==> src/include/eth_mgmt_config.svh <==
//============================
// Ethernet management configuration
// Bus widths, register map and MDIO counter limits
//============================
`ifndef ETH_MGMT_CONFIG_SVH
`define ETH_MGMT_CONFIG_SVH

// Bus widths
`define ETH_MGMT_AXI_ADDR_W     14
`define ETH_MGMT_DATA_W         32
`define ETH_MGMT_REG_IDX_W      12

// Register word indices
`define ETH_MGMT_REG_SCRATCH0   0
`define ETH_MGMT_REG_SCRATCH1   1
`define ETH_MGMT_REG_SCRATCH2   2
`define ETH_MGMT_REG_SCRATCH3   3
`define ETH_MGMT_REG_MDIO_ADDR  4
`define ETH_MGMT_REG_MDIO_WDATA 5
`define ETH_MGMT_REG_MDIO_RDATA 6
`define ETH_MGMT_REG_MDIO_CTRL  7

// MDIO reset value and half-MDC counter limits
`define ETH_MGMT_MDIO_PHY_RST   1
`define ETH_MGMT_MDIO_CNT_FRAME 65
`define ETH_MGMT_MDIO_CNT_INIT  125
`define ETH_MGMT_MDIO_TRI_CNT   29

`endif

==> src/hw/eth_mgmt_pkg.sv <==
//============================
// Ethernet management types
// Structs passed between bus, register and MDIO stages
//============================
`default_nettype none

`include "eth_mgmt_config.svh"

package eth_mgmt_pkg;

  typedef logic [`ETH_MGMT_REG_IDX_W-1:0] reg_idx_t;
  typedef logic [`ETH_MGMT_DATA_W-1:0]    bus_data_t;
  typedef logic [4:0]                     mdio_addr_t;
  typedef logic [15:0]                    mdio_data_t;
  typedef logic [6:0]                     mdio_cnt_t;

  // Bus slave to register file
  typedef struct packed {
    logic      wr;
    logic      rd;
    reg_idx_t  idx;
    bus_data_t wdata;
  } reg_req_t;

  typedef struct packed {
    logic      rd_done;
    bus_data_t rdata;
  } reg_rsp_t;

  // Register file to MDIO master, op 1 is a read
  typedef struct packed {
    logic       start;
    logic       op;
    mdio_addr_t phy_addr;
    mdio_addr_t reg_addr;
    mdio_data_t wdata;
  } mdio_cmd_t;

  typedef struct packed {
    logic       busy;
    logic       init;
    mdio_data_t rdata;
  } mdio_stat_t;

  typedef enum logic [1:0] {AXI_RD_IDLE, AXI_RD_REQ, AXI_RD_RESP} axi_rd_state_e;
  typedef enum logic [1:0] {AXI_WR_IDLE, AXI_WR_DATA_WAIT, AXI_WR_REQ, AXI_WR_RESP} axi_wr_state_e;

endpackage

`default_nettype wire

==> src/hw/eth_mgmt_axi_slave.sv <==
//============================
// AXI4-Lite register slave
// Turns bus reads and writes into one-cycle register requests
//============================
`timescale 1ns/100ps
`default_nettype none

`include "eth_mgmt_config.svh"

module eth_mgmt_axi_slave (
  input  logic                             s_axi_aclk,
  input  logic                             s_axi_aresetn,
  input  logic [`ETH_MGMT_AXI_ADDR_W-1:0]  s_axi_awaddr,
  input  logic                             s_axi_awvalid,
  output logic                             s_axi_awready,
  input  logic [`ETH_MGMT_DATA_W-1:0]      s_axi_wdata,
  input  logic                             s_axi_wvalid,
  output logic                             s_axi_wready,
  output logic [1:0]                       s_axi_bresp,
  output logic                             s_axi_bvalid,
  input  logic                             s_axi_bready,
  input  logic [`ETH_MGMT_AXI_ADDR_W-1:0]  s_axi_araddr,
  input  logic                             s_axi_arvalid,
  output logic                             s_axi_arready,
  output logic [`ETH_MGMT_DATA_W-1:0]      s_axi_rdata,
  output logic [1:0]                       s_axi_rresp,
  output logic                             s_axi_rvalid,
  input  logic                             s_axi_rready,
  output eth_mgmt_pkg::reg_req_t           req_o,
  input  eth_mgmt_pkg::reg_rsp_t           rsp_i
);

  eth_mgmt_pkg::axi_rd_state_e rd_state_q;
  eth_mgmt_pkg::axi_wr_state_e wr_state_q;
  eth_mgmt_pkg::reg_idx_t      raddr_q;
  eth_mgmt_pkg::reg_idx_t      waddr_q;
  eth_mgmt_pkg::bus_data_t     wdata_q;
  logic                        rd_req_q;
  logic                        wr_done_q;
  logic                        wr_req;
  logic                        ar_hit;
  logic                        aw_hit;
  logic                        w_hit;

  assign ar_hit = s_axi_arvalid & s_axi_arready;
  assign aw_hit = s_axi_awvalid & s_axi_awready;
  assign w_hit  = s_axi_wvalid & s_axi_wready;

  // Write strobe waits one cycle if a read strobe is out
  assign wr_req = (wr_state_q == eth_mgmt_pkg::AXI_WR_REQ) & ~wr_done_q & ~rd_req_q;

  assign req_o = '{wr: wr_req, rd: rd_req_q, idx: wr_req ? waddr_q : raddr_q, wdata: wdata_q};

  // OKAY response only
  assign s_axi_bresp = 2'b00;
  assign s_axi_rresp = 2'b00;

  //============================
  // Read channel
  //============================
  always_ff @(posedge s_axi_aclk or negedge s_axi_aresetn) begin
    if (!s_axi_aresetn) begin
      rd_state_q    <= eth_mgmt_pkg::AXI_RD_IDLE;
      rd_req_q      <= 1'b0;
      s_axi_arready <= 1'b1;
      s_axi_rvalid  <= 1'b0;
    end else begin
      rd_req_q <= ar_hit;
      case (rd_state_q)
        eth_mgmt_pkg::AXI_RD_IDLE: begin
          if (ar_hit) begin
            s_axi_arready <= 1'b0;
            rd_state_q    <= eth_mgmt_pkg::AXI_RD_REQ;
          end
        end
        eth_mgmt_pkg::AXI_RD_REQ: begin
          if (rsp_i.rd_done) begin
            s_axi_rvalid <= 1'b1;
            rd_state_q   <= eth_mgmt_pkg::AXI_RD_RESP;
          end
        end
        default: begin
          if (s_axi_rready) begin
            s_axi_rvalid  <= 1'b0;
            s_axi_arready <= 1'b1;
            rd_state_q    <= eth_mgmt_pkg::AXI_RD_IDLE;
          end
        end
      endcase
    end
  end

  //============================
  // Write channel
  //============================
  always_ff @(posedge s_axi_aclk or negedge s_axi_aresetn) begin
    if (!s_axi_aresetn) begin
      wr_state_q    <= eth_mgmt_pkg::AXI_WR_IDLE;
      wr_done_q     <= 1'b0;
      s_axi_awready <= 1'b1;
      s_axi_wready  <= 1'b1;
      s_axi_bvalid  <= 1'b0;
    end else begin
      wr_done_q <= wr_req;
      if (aw_hit) begin
        s_axi_awready <= 1'b0;
      end
      if (w_hit) begin
        s_axi_wready <= 1'b0;
      end
      case (wr_state_q)
        eth_mgmt_pkg::AXI_WR_IDLE: begin
          // Data may arrive ahead of the address
          if (aw_hit && (w_hit || !s_axi_wready)) begin
            wr_state_q <= eth_mgmt_pkg::AXI_WR_REQ;
          end else if (aw_hit) begin
            wr_state_q <= eth_mgmt_pkg::AXI_WR_DATA_WAIT;
          end
        end
        eth_mgmt_pkg::AXI_WR_DATA_WAIT: begin
          if (w_hit) begin
            wr_state_q <= eth_mgmt_pkg::AXI_WR_REQ;
          end
        end
        eth_mgmt_pkg::AXI_WR_REQ: begin
          if (wr_done_q) begin
            s_axi_bvalid <= 1'b1;
            wr_state_q   <= eth_mgmt_pkg::AXI_WR_RESP;
          end
        end
        default: begin
          if (s_axi_bready) begin
            s_axi_bvalid  <= 1'b0;
            s_axi_awready <= 1'b1;
            s_axi_wready  <= 1'b1;
            wr_state_q    <= eth_mgmt_pkg::AXI_WR_IDLE;
          end
        end
      endcase
    end
  end

  // Captured address, data and read result
  always_ff @(posedge s_axi_aclk) begin
    if (ar_hit) begin
      raddr_q <= s_axi_araddr[`ETH_MGMT_AXI_ADDR_W-1:2];
    end
    if (aw_hit) begin
      waddr_q <= s_axi_awaddr[`ETH_MGMT_AXI_ADDR_W-1:2];
    end
    if (w_hit) begin
      wdata_q <= s_axi_wdata;
    end
    if ((rd_state_q == eth_mgmt_pkg::AXI_RD_REQ) && rsp_i.rd_done) begin
      s_axi_rdata <= rsp_i.rdata;
    end
  end

endmodule

`default_nettype wire

==> src/hw/eth_mgmt_regs.sv <==
//============================
// Management register file
// Scratch and MDIO registers, read mux and MDIO start
//============================
`timescale 1ns/100ps
`default_nettype none

`include "eth_mgmt_config.svh"

module eth_mgmt_regs (
  input  logic                     s_axi_aclk,
  input  logic                     s_axi_aresetn,
  input  eth_mgmt_pkg::reg_req_t   req_i,
  output eth_mgmt_pkg::reg_rsp_t   rsp_o,
  output eth_mgmt_pkg::mdio_cmd_t  cmd_o,
  input  eth_mgmt_pkg::mdio_stat_t stat_i
);

  eth_mgmt_pkg::bus_data_t   scratch_q [4];
  eth_mgmt_pkg::mdio_addr_t  phy_addr_q;
  eth_mgmt_pkg::mdio_addr_t  reg_addr_q;
  eth_mgmt_pkg::mdio_data_t  mdio_wdata_q;
  eth_mgmt_pkg::bus_data_t   rd_mux;
  eth_mgmt_pkg::bus_data_t   rdata_q;
  logic                      mdio_op_q;
  logic                      mdio_en_q;
  logic                      start_q;
  logic                      rd_done_q;

  //============================
  // Read mux
  //============================
  always_comb begin
    case (req_i.idx)
      `ETH_MGMT_REG_SCRATCH0:   rd_mux = scratch_q[0];
      `ETH_MGMT_REG_SCRATCH1:   rd_mux = scratch_q[1];
      `ETH_MGMT_REG_SCRATCH2:   rd_mux = scratch_q[2];
      `ETH_MGMT_REG_SCRATCH3:   rd_mux = scratch_q[3];
      `ETH_MGMT_REG_MDIO_ADDR:  rd_mux = {21'h0, mdio_op_q, phy_addr_q, reg_addr_q};
      `ETH_MGMT_REG_MDIO_WDATA: rd_mux = {16'h0, mdio_wdata_q};
      `ETH_MGMT_REG_MDIO_RDATA: rd_mux = {16'h0, stat_i.rdata};
      `ETH_MGMT_REG_MDIO_CTRL:  rd_mux = {29'h0, stat_i.init, mdio_en_q, stat_i.busy};
      // Unmapped space reads zero
      default:                  rd_mux = '0;
    endcase
  end

  //============================
  // Write decode
  //============================
  always_ff @(posedge s_axi_aclk or negedge s_axi_aresetn) begin
    if (!s_axi_aresetn) begin
      for (int i = 0; i < 4; i++) begin
        scratch_q[i] <= '0;
      end
      mdio_op_q    <= 1'b0;
      phy_addr_q   <= `ETH_MGMT_MDIO_PHY_RST;
      reg_addr_q   <= '0;
      mdio_wdata_q <= '0;
      mdio_en_q    <= 1'b1;
      start_q      <= 1'b0;
      rd_done_q    <= 1'b0;
    end else begin
      rd_done_q <= req_i.rd;
      start_q   <= 1'b0;
      if (req_i.wr) begin
        case (req_i.idx)
          `ETH_MGMT_REG_SCRATCH0: scratch_q[0] <= req_i.wdata;
          `ETH_MGMT_REG_SCRATCH1: scratch_q[1] <= req_i.wdata;
          `ETH_MGMT_REG_SCRATCH2: scratch_q[2] <= req_i.wdata;
          `ETH_MGMT_REG_SCRATCH3: scratch_q[3] <= req_i.wdata;
          `ETH_MGMT_REG_MDIO_ADDR: begin
            mdio_op_q  <= req_i.wdata[10];
            phy_addr_q <= req_i.wdata[9:5];
            reg_addr_q <= req_i.wdata[4:0];
          end
          `ETH_MGMT_REG_MDIO_WDATA: mdio_wdata_q <= req_i.wdata[15:0];
          `ETH_MGMT_REG_MDIO_CTRL: begin
            // Start only honoured with the enable already set
            mdio_en_q <= req_i.wdata[1];
            start_q   <= mdio_en_q & req_i.wdata[0];
          end
          default: ;
        endcase
      end
    end
  end

  // Read data held until the next read
  always_ff @(posedge s_axi_aclk) begin
    if (req_i.rd) begin
      rdata_q <= rd_mux;
    end
  end

  assign rsp_o = '{rd_done: rd_done_q, rdata: rdata_q};

  assign cmd_o = '{start:    start_q,
                   op:       mdio_op_q,
                   phy_addr: phy_addr_q,
                   reg_addr: reg_addr_q,
                   wdata:    mdio_wdata_q};

endmodule

`default_nettype wire

==> src/hw/mdio_master.sv <==
//============================
// MDIO clause 22 master
// MDC generation, init toggling and frame shifting
//============================
`timescale 1ns/100ps
`default_nettype none

`include "eth_mgmt_config.svh"

module mdio_master (
  input  logic                     s_axi_aclk,
  input  logic                     s_axi_aresetn,
  input  eth_mgmt_pkg::mdio_cmd_t  cmd_i,
  output eth_mgmt_pkg::mdio_stat_t stat_o,
  input  logic                     phy_mdio_i,
  output logic                     phy_mdio_o,
  output logic                     phy_mdio_t,
  output logic                     phy_mdc
);

  eth_mgmt_pkg::mdio_cnt_t  cnt_q;
  eth_mgmt_pkg::mdio_data_t rdata_q;
  eth_mgmt_pkg::mdio_data_t tx_data;
  logic [32:0]              frame_q;
  logic                     busy_q;
  logic                     init_q;
  logic                     op_q;
  logic                     start;
  logic                     mdc_fall;
  logic                     frame_end;
  logic                     init_end;
  logic                     rx_bit;

  // New command dropped while a frame or init is running
  assign start     = cmd_i.start & ~busy_q & ~init_q;
  assign frame_end = busy_q & (cnt_q >= `ETH_MGMT_MDIO_CNT_FRAME);
  assign init_end  = init_q & (cnt_q >= `ETH_MGMT_MDIO_CNT_INIT);

  // Odd count means MDC falls on the next edge
  assign mdc_fall  = busy_q & cnt_q[0];

  // Read data sampled in MDC cycles 17 to 32
  assign rx_bit    = mdc_fall & op_q & (cnt_q[6:1] > 16);

  assign tx_data   = cmd_i.op ? '0 : cmd_i.wdata;

  //============================
  // Counter and flags
  //============================
  always_ff @(posedge s_axi_aclk or negedge s_axi_aresetn) begin
    if (!s_axi_aresetn) begin
      cnt_q      <= '0;
      busy_q     <= 1'b0;
      init_q     <= 1'b1;
      op_q       <= 1'b0;
      rdata_q    <= '0;
      phy_mdio_o <= 1'b1;
    end else begin
      if (init_end) begin
        init_q <= 1'b0;
      end

      if (start) begin
        busy_q <= 1'b1;
        op_q   <= cmd_i.op;
      end else if (frame_end) begin
        busy_q <= 1'b0;
      end

      if (init_end || frame_end) begin
        cnt_q <= '0;
      end else if (init_q || busy_q) begin
        cnt_q <= cnt_q + 1'b1;
      end

      if (mdc_fall) begin
        phy_mdio_o <= frame_q[32];
      end

      // MSB first from the PHY
      if (rx_bit) begin
        rdata_q <= {rdata_q[14:0], phy_mdio_i};
      end
    end
  end

  //============================
  // Frame shifter
  //============================
  // Preamble end, op, addresses, turnaround, data, idle bit
  always_ff @(posedge s_axi_aclk) begin
    if (start) begin
      frame_q <= {2'b01, cmd_i.op, ~cmd_i.op, cmd_i.phy_addr, cmd_i.reg_addr,
                  2'b10, tx_data, 1'b1};
    end else if (mdc_fall) begin
      frame_q <= {frame_q[31:0], 1'b1};
    end
  end

  // High releases the line to the PHY
  assign phy_mdio_t = busy_q & op_q & (cnt_q > `ETH_MGMT_MDIO_TRI_CNT);
  assign phy_mdc    = cnt_q[0];

  assign stat_o = '{busy: busy_q, init: init_q, rdata: rdata_q};

endmodule

`default_nettype wire

==> src/hw/eth_mgmt_top.sv <==
//============================
// Ethernet management top
// AXI4-Lite slave, register file and MDIO master
//============================
`timescale 1ns/100ps
`default_nettype none

`include "eth_mgmt_config.svh"

module eth_mgmt_top (
  input  logic                              s_axi_aclk,
  input  logic                              s_axi_aresetn,
  input  logic [`ETH_MGMT_AXI_ADDR_W-1:0]   s_axi_awaddr,
  input  logic                              s_axi_awvalid,
  output logic                              s_axi_awready,
  input  logic [`ETH_MGMT_DATA_W-1:0]       s_axi_wdata,
  // Byte strobes not supported, full-word writes only
  input  logic [`ETH_MGMT_DATA_W/8-1:0]     s_axi_wstrb,
  input  logic                              s_axi_wvalid,
  output logic                              s_axi_wready,
  output logic [1:0]                        s_axi_bresp,
  output logic                              s_axi_bvalid,
  input  logic                              s_axi_bready,
  input  logic [`ETH_MGMT_AXI_ADDR_W-1:0]   s_axi_araddr,
  input  logic                              s_axi_arvalid,
  output logic                              s_axi_arready,
  output logic [`ETH_MGMT_DATA_W-1:0]       s_axi_rdata,
  output logic [1:0]                        s_axi_rresp,
  output logic                              s_axi_rvalid,
  input  logic                              s_axi_rready,
  input  logic                              phy_mdio_i,
  output logic                              phy_mdio_o,
  output logic                              phy_mdio_t,
  output logic                              phy_mdc,
  output logic                              phy_rst_n
);

  eth_mgmt_pkg::reg_req_t   reg_req;
  eth_mgmt_pkg::reg_rsp_t   reg_rsp;
  eth_mgmt_pkg::mdio_cmd_t  mdio_cmd;
  eth_mgmt_pkg::mdio_stat_t mdio_stat;

  eth_mgmt_axi_slave u_axi_slave (
    .s_axi_aclk    (s_axi_aclk),
    .s_axi_aresetn (s_axi_aresetn),
    .s_axi_awaddr  (s_axi_awaddr),
    .s_axi_awvalid (s_axi_awvalid),
    .s_axi_awready (s_axi_awready),
    .s_axi_wdata   (s_axi_wdata),
    .s_axi_wvalid  (s_axi_wvalid),
    .s_axi_wready  (s_axi_wready),
    .s_axi_bresp   (s_axi_bresp),
    .s_axi_bvalid  (s_axi_bvalid),
    .s_axi_bready  (s_axi_bready),
    .s_axi_araddr  (s_axi_araddr),
    .s_axi_arvalid (s_axi_arvalid),
    .s_axi_arready (s_axi_arready),
    .s_axi_rdata   (s_axi_rdata),
    .s_axi_rresp   (s_axi_rresp),
    .s_axi_rvalid  (s_axi_rvalid),
    .s_axi_rready  (s_axi_rready),
    .req_o         (reg_req),
    .rsp_i         (reg_rsp)
  );

  eth_mgmt_regs u_regs (
    .s_axi_aclk    (s_axi_aclk),
    .s_axi_aresetn (s_axi_aresetn),
    .req_i         (reg_req),
    .rsp_o         (reg_rsp),
    .cmd_o         (mdio_cmd),
    .stat_i        (mdio_stat)
  );

  mdio_master u_mdio (
    .s_axi_aclk    (s_axi_aclk),
    .s_axi_aresetn (s_axi_aresetn),
    .cmd_i         (mdio_cmd),
    .stat_o        (mdio_stat),
    .phy_mdio_i    (phy_mdio_i),
    .phy_mdio_o    (phy_mdio_o),
    .phy_mdio_t    (phy_mdio_t),
    .phy_mdc       (phy_mdc)
  );

  // PHY held in reset with the bus
  assign phy_rst_n = s_axi_aresetn;

endmodule

`default_nettype wire

==> config.mk <==
export PLATFORM = sky130hd
export DESIGN_NAME = eth_mgmt_top
export DESIGN_NICKNAME = d
export VERILOG_FILES = /design/src/hw/eth_mgmt_pkg.sv /design/src/hw/eth_mgmt_axi_slave.sv /design/src/hw/eth_mgmt_regs.sv /design/src/hw/mdio_master.sv /design/src/hw/eth_mgmt_top.sv
export VERILOG_INCLUDE_DIRS = /design/src /design/src/include
export SDC_FILE = /design/constraint.sdc
export NUM_CORES = 1
export LEC_CHECK = 0
export BUFFER_PORTS_ARGS = -buffer_cell sky130_fd_sc_hd__clkbuf_2
export CAP_MARGIN = 30
export CORE_ASPECT_RATIO = 2
export CORE_MARGIN = 2
export CORE_UTILIZATION = 30
export CTS_CLUSTER_DIAMETER = 200
export CTS_CLUSTER_SIZE = 8
export DETAILED_ROUTE_END_ITERATION = 10
export PLACE_DENSITY = 0.57
export SYNTH_ARGS = -nofsm -noshare
export SYNTH_HDL_FRONTEND = slang
export SYNTH_SLANG_ARGS = --single-unit
==> constraint.sdc <==
create_clock -name s_axi_aclk -period 3.05 [get_ports s_axi_aclk]
set_clock_uncertainty 0.2 [all_clocks]
set_input_delay 0.61 -clock s_axi_aclk [delete_from_list [all_inputs] [get_ports s_axi_aclk]]
set_output_delay 0.61 -clock s_axi_aclk [all_outputs]
set_load 0.01 [all_outputs]
==> results.md, run 1 <==
- Outcome: finished, final reports clean
- Gr usage total: 0.1430
- Final worst path period need: 2.992 ns
- Core ar.: ~46000 µm²
- Synth warn: 0
- Worst R2R Start: u_axi_slave.wr_state_q[0]
- Largest stage delay on the critical path: 0.69 ns
- WP data arrival: roughly 3.2 ns
- Commonest cells after routing, fill and taps aside: dfrtp_1, edfxtp_1, mux2_2
- Critical path, cell by cell: inv_2 -> ha_2 -> or3b_4 -> buf_12 -> buf_12 -> inv_2 -> mux2i_4 -> nor2b_1 -> a22oi_1 -> a31oi_1
- Maximum root-to-sink buffer count: 3
- Max Clk Rate: 334.2 MHz
- Hold Path Origin: s_axi_wdata[12]
- CP Buf/Inv Count: 4
- Total CTS buffers: 49
- Vias in the first global route: ~9k
- Fillers: around 4.3k
- Drt via density: approximately 5.0
- First-pass GRT wire length: about 53000 µm
- Tightest Pin Transition: 0.8599 ns
- FFs w/ async S/R, synth: 0.5632
- Static Leak: between 6 and 7 nW
- Die Height: 309.0 µm
- Net Sw Frac: 0.2001
- H-tree depth: 2
- HP Class: input pin to flip-flop
- Slowest cell on crit path: nor2b_1
- Worst R2R Setup Slack: 0.06 ns
- Gp weighted congestion: 0.7980
- Final Core Density: 0.3705
- Cell count after placement: 1539
- Clk sinks: 348
- Die W: between 150 and 200 µm
- Commonest register cell after synthesis: dfrtp_1
- Path type of the worst setup path: flip-flop to flip-flop
- Combinational power share: 0.010
- Total power: 10.11 mW
- Std-Cell Rows: 111
- Sequential Power Share: 0.482
- DR WL/cell: 20.90 µm
- Clk Latency, worst-skew pair: 0.55 ns
- Max Transition Viols Final: 0
- Crit path max-delay family: simple AND/OR/NAND/NOR gates
- Worst slack, placed: -0.05935 ns
- R2r endpoint: u_regs.rdata_q[5]
- Syn avg cell area: 15.95 µm²
- First DRT Iteration DRCs: 410
- Worst-path fanout max: 10
- CP required: 3.22 ns
- DRC Markers: 0
- Crit share post-route: 0.9811
- Starting Density: 0.3044
- FF+latch area: 9439 µm²
- CTS root buf: clkbuf_16
- Post-Place Cell Area: about 15000 µm²
- Final setup violation count: 0
- Grt ovf: 0
- Final Hold Vio Count: 0
- Yosys reg bits: 348
- Final ANT Viol Nets: 0
- Share of layout cells above drive strength 1: 0.3795
- Non-filler cells, final: 1641
- Largest net degree at the start of global routing: 124
- Clock transition at the registers of the reported paths: 0.05 ns
- DR pass1 iterations: 6
- Peak VDD IR: 308.5 µV
- Nets: 1115
- DP Wirelength: 22440 µm
- Clock power share: 0.507
- Max_cap viols: 0
- Ports: between 100 and 150
- Sequential share of the synthesized area: 0.6764
- PwrDens: 595.3 nW/µm²
- PortBufs: 104
- Area occupied by multi-input gates: 4200 µm²
- Crit. End Element: flip-flop
- Crit path launch type: flip-flop
- Headroom to the max-slew limit: 0.4256
- Hold Crit Endpoint: u_axi_slave.wdata_q[12]
- Hold path cells: 1
- DR vias: 8182
- P_sw: 2.022 mW
- Cell Int Power: slightly above 8 mW
- Post-Route WL: 34300 µm
- Library cells used by synthesis: 62
- Final instance area: around 17000 µm²
- Worst setup margin: 0.05765 ns
- Antenna violations before repair: 1
- Mapped Cells: 875
- Cell Area, Synth: 13950 µm²
- Synth-to-layout area growth: 21.70%
- CTS tree: built
- DIE AREA: 48360 µm²
- Number of cells on the worst reg-to-reg path: 10
- EDFF count, synth: ~150
- Most common cell after layout, fill and taps aside: dfrtp_1
## cell usage after synthesis, types with 7 or more instances
library cell,count,share of area
dfrtp_1,189,0.34
edfxtp_1,148,0.32
mux2_2,146,0.12
a22oi_1,53,0.029
nand2_1,38,0.010
a21oi_1,32,0.011
a22o_1,26,0.016
mux2_4,20,0.022
nor2_1,20,0.0054
buf_6,15,0.012
clkbuf_1,15,0.0040
a222oi_1,13,0.0093
o21ai_0,10,0.0036
a221oi_1,9,0.0056
buf_2,9,0.0032
buf_4,8,0.0043
inv_1,8,0.0022
mux2_1,8,0.0065
nand2b_1,8,0.0036
a21o_1,7,0.0038
dfstp_2,7,0.013
## metrics by stage
step / hold WS, ns / TNS (ns)
after floorplan: 0.1144 / 0
after global placement: 0.2040 / 0
after detailed placement: 0.2045 / -0.05935
after CTS: 0.009096 / 0
after global routing: 0.02336 / -0.002890
final: 0.03456 / 0
## area by class of cell
type	count	area share
sequential	348	0.5558
multi-input combinational	471	0.2473
clock buffer	87	0.08311
timing repair buffer	158	0.06764
tap	565	0.04163
clock inverter	2	0.002284
inverter	9	0.001989
antenna	1	0.0001474
## repair_timing
item	CTS	global route
endpoints found under the setup margin	2	132
hold buffers	1	0
endpoints found under the hold margin	21	0
gates resized for setup	1	7
gates cloned	0	2
buffers inserted	0	9
pin swaps	0	3
## layer usage
layer	vias to the layer above	wire, µm	GRT usage
met2	195	19080	0.2744
met4	0	1544	0.07041
met5	-	0	0
met3	82	1155	0.02073
li1	3679	-	-
met1	4226	12520	0.1493
## worst reg2reg max path: stages (launching register included)
cell     delay (ns)
dfrtp_1        0.39
inv_2          0.07
ha_2           0.17
or3b_4         0.39
buf_12         0.14
buf_12         0.14
inv_2          0.08
mux2i_4        0.11
nor2b_1        0.69
a22oi_1        0.18
a31oi_1        0.28
## worst max-delay path by stage
| stage | from | to | slack (ns) | depth (start not counted) |
|---|---|---|---|---|
| 4_1_cts | u_axi_slave.wr_state_q[0] | u_regs.rdata_q[17] | 0.003 | 10 |
| 6_report | u_axi_slave.wr_state_q[0] | u_regs.rdata_q[5] | 0.06 | 10 |
| 3_3_place_gp | u_axi_slave.wr_state_q[0] | u_regs.rdata_q[17] | 0.06 | 10 |
| 3_5_place_dp | u_axi_slave.wr_state_q[0] | u_regs.rdata_q[17] | -0.06 | 10 |
| 2_1_floorplan | u_axi_slave.rd_req_q | u_regs.mdio_wdata_q[10] | 0.06 | 8 |
| 5_1_grt | u_axi_slave.wr_state_q[0] | u_regs.scratch_q[4] | -0.003 | 10 |
## power by group through the flow
stage	registers (mW)	logic (mW)	clock network [mW]
6_report	4.88	0.106	5.13
2_1_floorplan	4.96	0.00791	0
4_1_cts	4.87	0.112	5.27
3_3_place_gp	4.96	0.109	0
5_1_grt	4.87	0.122	5.44
3_5_place_dp	4.96	0.111	0
## kinds of logic after synthesis
group                      share of synthesized area
AOI/OAI and AO/OA                            0.09523
xor gates and xnor gates                    0.002511
adders and majority gates                   0.005380
buffers and inverters                        0.02807
DFF                                           0.6764
muxes                                         0.1504
other                                      0.0002688
and+or+nand+nor                              0.04179
## state kept, by name, indices dropped and copies added, names as in the netlist, 2 cells and up
name                     flops
u_axi_slave.raddr_q         12
u_axi_slave.rd_state_q       2
u_axi_slave.s_axi_rdata     32
u_axi_slave.waddr_q         12
u_axi_slave.wdata_q         32
u_axi_slave.wr_state_q       2
u_mdio.cnt_q                 7
u_mdio.frame_q              32
u_mdio.rdata_q              16
u_regs.mdio_wdata_q         16
u_regs.phy_addr_q            5
u_regs.rdata_q              32
u_regs.reg_addr_q            5
u_regs.scratch_q           128
Power figures use the tool's default switching activity.
==> run 2, diff against run 1 <==
--- a/config.mk
+++ b/config.mk
@@ -15,6 +15,7 @@
 export CTS_CLUSTER_SIZE = 8
 export DETAILED_ROUTE_END_ITERATION = 10
 export PLACE_DENSITY = 0.57
+export SETUP_SLACK_MARGIN = 0.5
 export SYNTH_ARGS = -nofsm -noshare
 export SYNTH_HDL_FRONTEND = slang
 export SYNTH_SLANG_ARGS = --single-unit
==> run 2 against run 1 <==
Net effect:
- utilization up 3.4 points
- via count up 3.9%
- total power about the same
- combinational power up 4%
- routed wire length up 14%
- die area unchanged
- final area up 9.1%
- sequential power about the same
- largest power group unchanged
==> results.md, run 2 (synthesized netlist as in run 1, its figures left out) <==
- Outcome: finished, final reports clean
- Vias in the first global route: 9364 (+4.2%)
- DR pass1 iterations: 5 (-1)
- Hold path cells: 1 (unchanged)
- Die W: 156.5 µm (unchanged)
- Antenna violations before repair: 0 (-1)
- Starting Density: 0.3044 (unchanged)
- Path type of the worst setup path: flip-flop to flip-flop
- Ports: 117 (unchanged)
- Crit path launch type: flip-flop
- First-pass GRT wire length: 58220 µm (+11%)
- Total power: 10.11 mW (about the same)
- Drt via density: 4.998 (+0.25%)
- Clock transition at the registers of the reported paths: 0.06 ns (about the same)
- Register with the most flip-flops: u_regs.scratch_q
- Fin Setup TNS: 0 ns (unchanged)
- Crit. End Element: flip-flop
- Clk Latency, worst-skew pair: 0.55 ns (about the same)
- Post-Route WL: 39000 µm (+14%)
- Share of layout cells above drive strength 1: 0.4613 (+0.08173)
- CTS root buf: clkbuf_16
- # diodes: 0 (-1)
- Worst-path fanout max: 12 (+2)
- Hold Path Origin: s_axi_wdata[6]
- Final setup violation count: 0 (unchanged)
- RSZ-0062 raised after global routing: true
- Crit share post-route: 0.9507 (-0.03043)
- Commonest cells after routing, fill and taps aside: dfrtp_1, edfxtp_1, mux2_4
- Number of cells on the worst reg-to-reg path: 10 (unchanged)
- Max_cap viols: 0 (unchanged)
- Synth-to-layout area growth: 32.77%
- Largest net degree at the start of global routing: 102 (-18%)
- Std-Cell Rows: 111 (unchanged)
- Max Transition Viols Final: 0 (unchanged)
- Core ar.: 45830 µm² (unchanged)
- Headroom to the max-slew limit: 0.5511 (+0.1255)
- Max FFs per register: 128 (unchanged)
- Worst setup margin: 0.1504 ns (+0.09280 ns)
- DRC Markers: 0 (unchanged)
- DIE AREA: 48360 µm² (unchanged)
- Most common cell after layout, fill and taps aside: dfrtp_1
- Final ANT Viol Nets: 0 (unchanged)
- CP required: 3.28 ns (+0.06 ns)
- First DRT Iteration DRCs: 563 (+37%)
- Gp weighted congestion: 0.7805 (-2.2%)
- DP Wirelength: 22550 µm (+0.52%)
- Tightest Pin Transition: 0.6733 ns (-0.1866 ns)
- Final Hold Vio Count: 0 (unchanged)
- Hold Crit Endpoint: u_axi_slave.wdata_q[6]
- Maximum root-to-sink buffer count: 3 (unchanged)
- Die Height: 309.0 µm (unchanged)
- PwrDens: 545.7 nW/µm² (-8.3%)
- CTS tree: built
- Gr usage total: 0.1610 (+0.01796)
- Grt ovf: 0 (unchanged)
- Worst R2R Start: u_axi_slave.wr_state_q[0]
- DR WL/cell: 22.92 µm (+9.7%)
- H-tree depth: 2 (unchanged)
- Nets: 1178 (+5.7%)
- Max Clk Rate: 344.9 MHz (+3.2%)
- Worst Hold Slack: 0.02868 ns (-0.005878 ns)
- HP Class: input pin to flip-flop
- WP data arrival: 3.13 ns (-0.03 ns)
- Final worst path period need: 2.900 ns (-0.09280 ns)
- Worst slack, placed: 0.02859 ns (+0.08795 ns)
- PortBufs: 104 (unchanged)
- Peak VDD IR: 421.9 µV (+37%)
- Worst R2R Setup Slack: 0.15 ns (+0.09 ns)
- Total CTS buffers: 49 (unchanged)
- R2r endpoint: u_regs.scratch_q[34]
- DR vias: 8502 (+3.9%)
- Clk sinks: 348 (unchanged)
- Static Leak: 7.481 nW (+8.5%)
## run 2: worst max path at each step
| stage | start | to | slack, ns | depth (start not counted) |
|---|---|---|---|---|
| detailed placement | u_axi_slave.wr_state_q[0] | u_regs.scratch_q[97] | 0.03 | 9 |
| global route | u_axi_slave.wr_state_q[0] | u_regs.scratch_q[34] | 0.01 | 10 |
| finish | u_axi_slave.wr_state_q[0] | u_regs.scratch_q[34] | 0.15 | 10 |
| global placement | u_axi_slave.wr_state_q[0] | u_regs.rdata_q[4] | 0.04 | 11 |
| CTS | u_axi_slave.wr_state_q[0] | u_regs.scratch_q[0] | 0.11 | 9 |
| floorplan | u_axi_slave.rd_req_q | u_regs.mdio_wdata_q[10] | 0.29 | 8 |
## run 2: final cells by class
cell class / count / area (µm²)
Tap cell: 565 / 706.9
Clock buffer: 85 / 1383
Multi-Input combinational cell: 471 / 4916
Timing Repair Buffer: 221 / 1998
Inverter: 9 / 33.78
Fill cell: 4204 / 27300
Sequential cell: 348 / 9443
Clock inverter: 2 / 46.29
## run 2: repair_timing
item / CTS / global route
pin swaps: 13 / 15
setup buffers: 35 / 12
hold buffers: 3 / 0
endpoints found under the hold margin: 37 / 0
endpoints found under the setup margin: 189 / 190
gates cloned: 8 / 4
resized for setup: 89 / 28
## run 2: power breakdown
group | total, mW | switching (mW) | internal (mW)
sequential | 4.88 | 0.000000000000000148 | 4.88
combinational | 0.110 | 0.0716 | 0.0387
clock | 5.12 | 2.00 | 3.12
## run 2: per-layer routing
metal	wire length, µm	vias up	GRT usage
li1	-	3797	-
met5	0	-	0
met4	1774	0	0.08086
met2	21790	215	0.3027
met3	1383	85	0.02270
met1	14050	4405	0.1732
## run 2: stage by stage
step	utilization	cells	instance area, µm²
after CTS	0.3978	1685	18230
final	0.4042	1701	18530
after floorplan	-	878	14430
after global placement	0.3470	1552	15910
after detailed placement	0.3470	1552	15910
after global routing	0.4042	1701	18530
## run 2: worst max-delay path, cell delays in order (launching register included)
cell,delay (ns)
dfrtp_1,0.38
inv_2,0.09
ha_4,0.13
or3b_4,0.39
buf_12,0.16
nor4_4,0.21
a21boi_4,0.18
nor4_4,0.33
buf_6,0.18
buf_16,0.18
mux2_2,0.35
==> run 3, diff against run 2 <==
--- a/config.mk
+++ b/config.mk
@@ -6,7 +6,7 @@
 export SDC_FILE = /design/constraint.sdc
 export NUM_CORES = 1
 export LEC_CHECK = 0
-export BUFFER_PORTS_ARGS = -buffer_cell sky130_fd_sc_hd__clkbuf_2
+export BUFFER_PORTS_ARGS = -buffer_cell sky130_fd_sc_hd__buf_2
 export CAP_MARGIN = 30
 export CORE_ASPECT_RATIO = 2
 export CORE_MARGIN = 2
@@ -16,6 +16,7 @@
 export DETAILED_ROUTE_END_ITERATION = 10
 export PLACE_DENSITY = 0.57
 export SETUP_SLACK_MARGIN = 0.5
+export SLEW_MARGIN = 10
 export SYNTH_ARGS = -nofsm -noshare
 export SYNTH_HDL_FRONTEND = slang
 export SYNTH_SLANG_ARGS = --single-unit
==> run 3 against run 2 <==
Net effect:
- fmax fell by 1.8%
- non-clock buffer count rose by 35
- die area did not move
- clock-buffer cell count rose by 2
==> results.md, run 3 (synthesized netlist as in run 1, its figures left out) <==
- Core ar.: 45830 µm² (unchanged)
- Final setup violation count: 0 (unchanged)
- H-tree depth: 2 (unchanged)
- Starting Density: 0.3044 (unchanged)
- Synth-to-layout area growth: 37.56%
- Sequential Power Share: 0.478 (-0.004)
- Combinational power share: 0.012 (about the same)
- Largest net degree at the start of global routing: 127 (+25%)
- DRC Markers: 0 (unchanged)
- Fillers: 4099 (-2.5%)
- Register with the most flip-flops: u_regs.scratch_q
- Die Height: 309.0 µm (unchanged)
- Max Transition Viols Final: 0 (unchanged)
- CTS tree: built
- DIE AREA: 48360 µm² (unchanged)
- Vias in the first global route: 9574 (+2.2%)
- Most frequent CP cell: buf_12
- DR vias: 8761 (+3.0%)
- Clock power share: 0.509 (+0.002)
- Final instance area: 19190 µm² (+3.6%)
- Worst-path fanout max: 6 (-6)
- Share of layout cells above drive strength 1: 0.4791 (+0.01785)
- Gr usage total: 0.1680 (+0.007038)
- Post-Route WL: 40550 µm (+4.0%)
- Total CTS buffers: 49 (unchanged)
- Crit path launch type: flip-flop
- DR WL/cell: 23.33 µm (+1.8%)
- Area occupied by multi-input gates: 5036 µm² (+2.4%)
- Worst slack, placed: 0.07144 ns (+0.04284 ns)
- Slowest cell on crit path: a222oi_1
- First-pass GRT wire length: 59970 µm (+3.0%)
- Outcome: finished, final reports clean
- Final Core Density: 0.4188 (+0.01458)
- Peak VDD IR: 394.6 µV (-6.5%)
- Antenna violations before repair: 0 (unchanged)
- P_sw: 2.094 mW (+0.90%)
- Crit share post-route: 0.9681 (+0.01742)
- Tightest Pin Transition: 0.7403 ns (+0.06700 ns)
- Headroom to the max-slew limit: 0.5064 (-0.04467)
- Net Sw Frac: 0.2054 (about the same)
- RSZ-0062 raised after global routing: true
- WP data arrival: 3.07 ns (-0.06 ns)
- Maximum root-to-sink buffer count: 3 (unchanged)
- Cell Int Power: 8.101 mW (+0.83%)
- Clk sinks: 348 (unchanged)
- Final Hold Vio Count: 0 (unchanged)
- Number of cells on the worst reg-to-reg path: 11 (+1)
- # diodes: 0 (unchanged)
- Gp weighted congestion: 0.7761 (-0.56%)
- Max_cap viols: 0 (unchanged)
- Worst Hold Slack: 0.02386 ns (-0.004826 ns)
- Fin Setup TNS: 0 ns (unchanged)
- Ports: 117 (unchanged)
- Max Clk Rate: 338.7 MHz (-1.8%)
- Crit. End Element: flip-flop
- Static Leak: 7.699 nW (+2.9%)
- Commonest cells after routing, fill and taps aside: dfrtp_1, mux2_4, edfxtp_1
- Drt via density: 5.041 (+0.85%)
- CTS root buf: clkbuf_16
- Critical path, cell by cell: inv_2 -> ha_4 -> or3b_4 -> buf_12 -> buf_8 -> mux2i_4 -> and2_4 -> buf_12 -> a222oi_1 -> a21oi_1 -> buf_4
- PwrDens: 531.2 nW/µm² (-2.7%)
- Post-Place Cell Area: 15950 µm² (+0.25%)
- Path type of the worst setup path: flip-flop to flip-flop
- FF+latch area: 9444 µm² (about the same)
- Hold path cells: 1 (unchanged)
- Std-Cell Rows: 111 (unchanged)
- Worst setup margin: 0.09733 ns (-0.05312 ns)
- CP required: 3.17 ns (-0.11 ns)
- Max FFs per register: 128 (unchanged)
- Nets: 1213 (+3.0%)
- Die W: 156.5 µm (unchanged)
- DP Wirelength: 22470 µm (-0.36%)
- First DRT Iteration DRCs: 555 (-1.4%)
- Largest stage delay on the critical path: 0.42 ns (+0.03 ns)
- Grt ovf: 0 (unchanged)
- Final ANT Viol Nets: 0 (unchanged)
- DR pass1 iterations: 4 (-1)
- Clock transition at the registers of the reported paths: 0.05 ns (about the same)
- HP Class: input pin to flip-flop
- Clk Latency, worst-skew pair: 0.57 ns (+0.02 ns)
- Final worst path period need: 2.953 ns (+0.05312 ns)
- PortBufs: 104 (unchanged)
- Most common cell after layout, fill and taps aside: dfrtp_1
## run 3: worst paths after layout
kind                                              end                 startpoint  slack (ns)
max                                 u_regs.rdata_q[4]  u_axi_slave.wr_state_q[0]         0.1
min                            u_axi_slave.wdata_q[0]             s_axi_wdata[0]        0.02
max reg2reg                         u_regs.rdata_q[4]  u_axi_slave.wr_state_q[0]         0.1
min reg2reg                u_axi_slave.s_axi_rdata[8]          u_regs.rdata_q[8]        0.21
max in group asynchronous             u_mdio.cnt_q[0]              s_axi_aresetn        1.41
min in group asynchronous   u_axi_slave.s_axi_arready              s_axi_aresetn        0.47
## run 3: worst max-delay path: cells and delay by family, from the launching register on
family / cells / cell delay, ns
buffers and inverters: 5 / 0.65
AO/OA/AOI/OAI: 2 / 0.54
multiplexers: 1 / 0.23
flip-flops: 1 / 0.38
adder cells (fa/ha/maj): 1 / 0.12
AND/OR/NAND/NOR: 2 / 0.57
## run 3: layout make-up
class / instances / share of cell area
clock buffers: 87 / 0.07353
clock inverters: 2 / 0.002021
inverters: 9 / 0.002021
multi-input cells: 471 / 0.2624
flip-flops and latches: 348 / 0.4920
well taps: 565 / 0.03683
repair buffers: 256 / 0.1312
## run 3: power groups by stage
stage | combinational, mW | sequential [mW] | clock, mW
after floorplan | 0.00791 | 4.96 | 0
after global placement | 0.107 | 4.96 | 0
after detailed placement | 0.110 | 4.96 | 0
after CTS | 0.131 | 4.87 | 5.34
after global routing | 0.144 | 4.87 | 5.51
final | 0.125 | 4.88 | 5.19
## run 3: routing by layer
layer  global-route usage  wire length (µm)  share of wire
met5                    0                 0              0
met4              0.09686              2365          0.058
met3              0.02648              1634          0.040
met2               0.3097             21970           0.54
met1               0.1792             14570           0.36
## run 3: stage by stage
| step | total power, mW | instances |
|---|---|---|
| floorplan | 4.969 | 878 |
| global placement | 5.067 | 1554 |
| detailed placement | 5.070 | 1554 |
| global route | 10.53 | 1738 |
| finish | 10.20 | 1738 |
| CTS | 10.35 | 1719 |
## run 3: repair_timing
action | 4_1_cts | 5_1_grt
setup buffers | 49 | 13
resized for setup | 102 | 54
endpoints found under the setup margin | 189 | 190
hold buffers | 15 | 0
pin swaps | 35 | 26
cloned | 12 | 6
endpoints found under the hold margin | 55 | 0
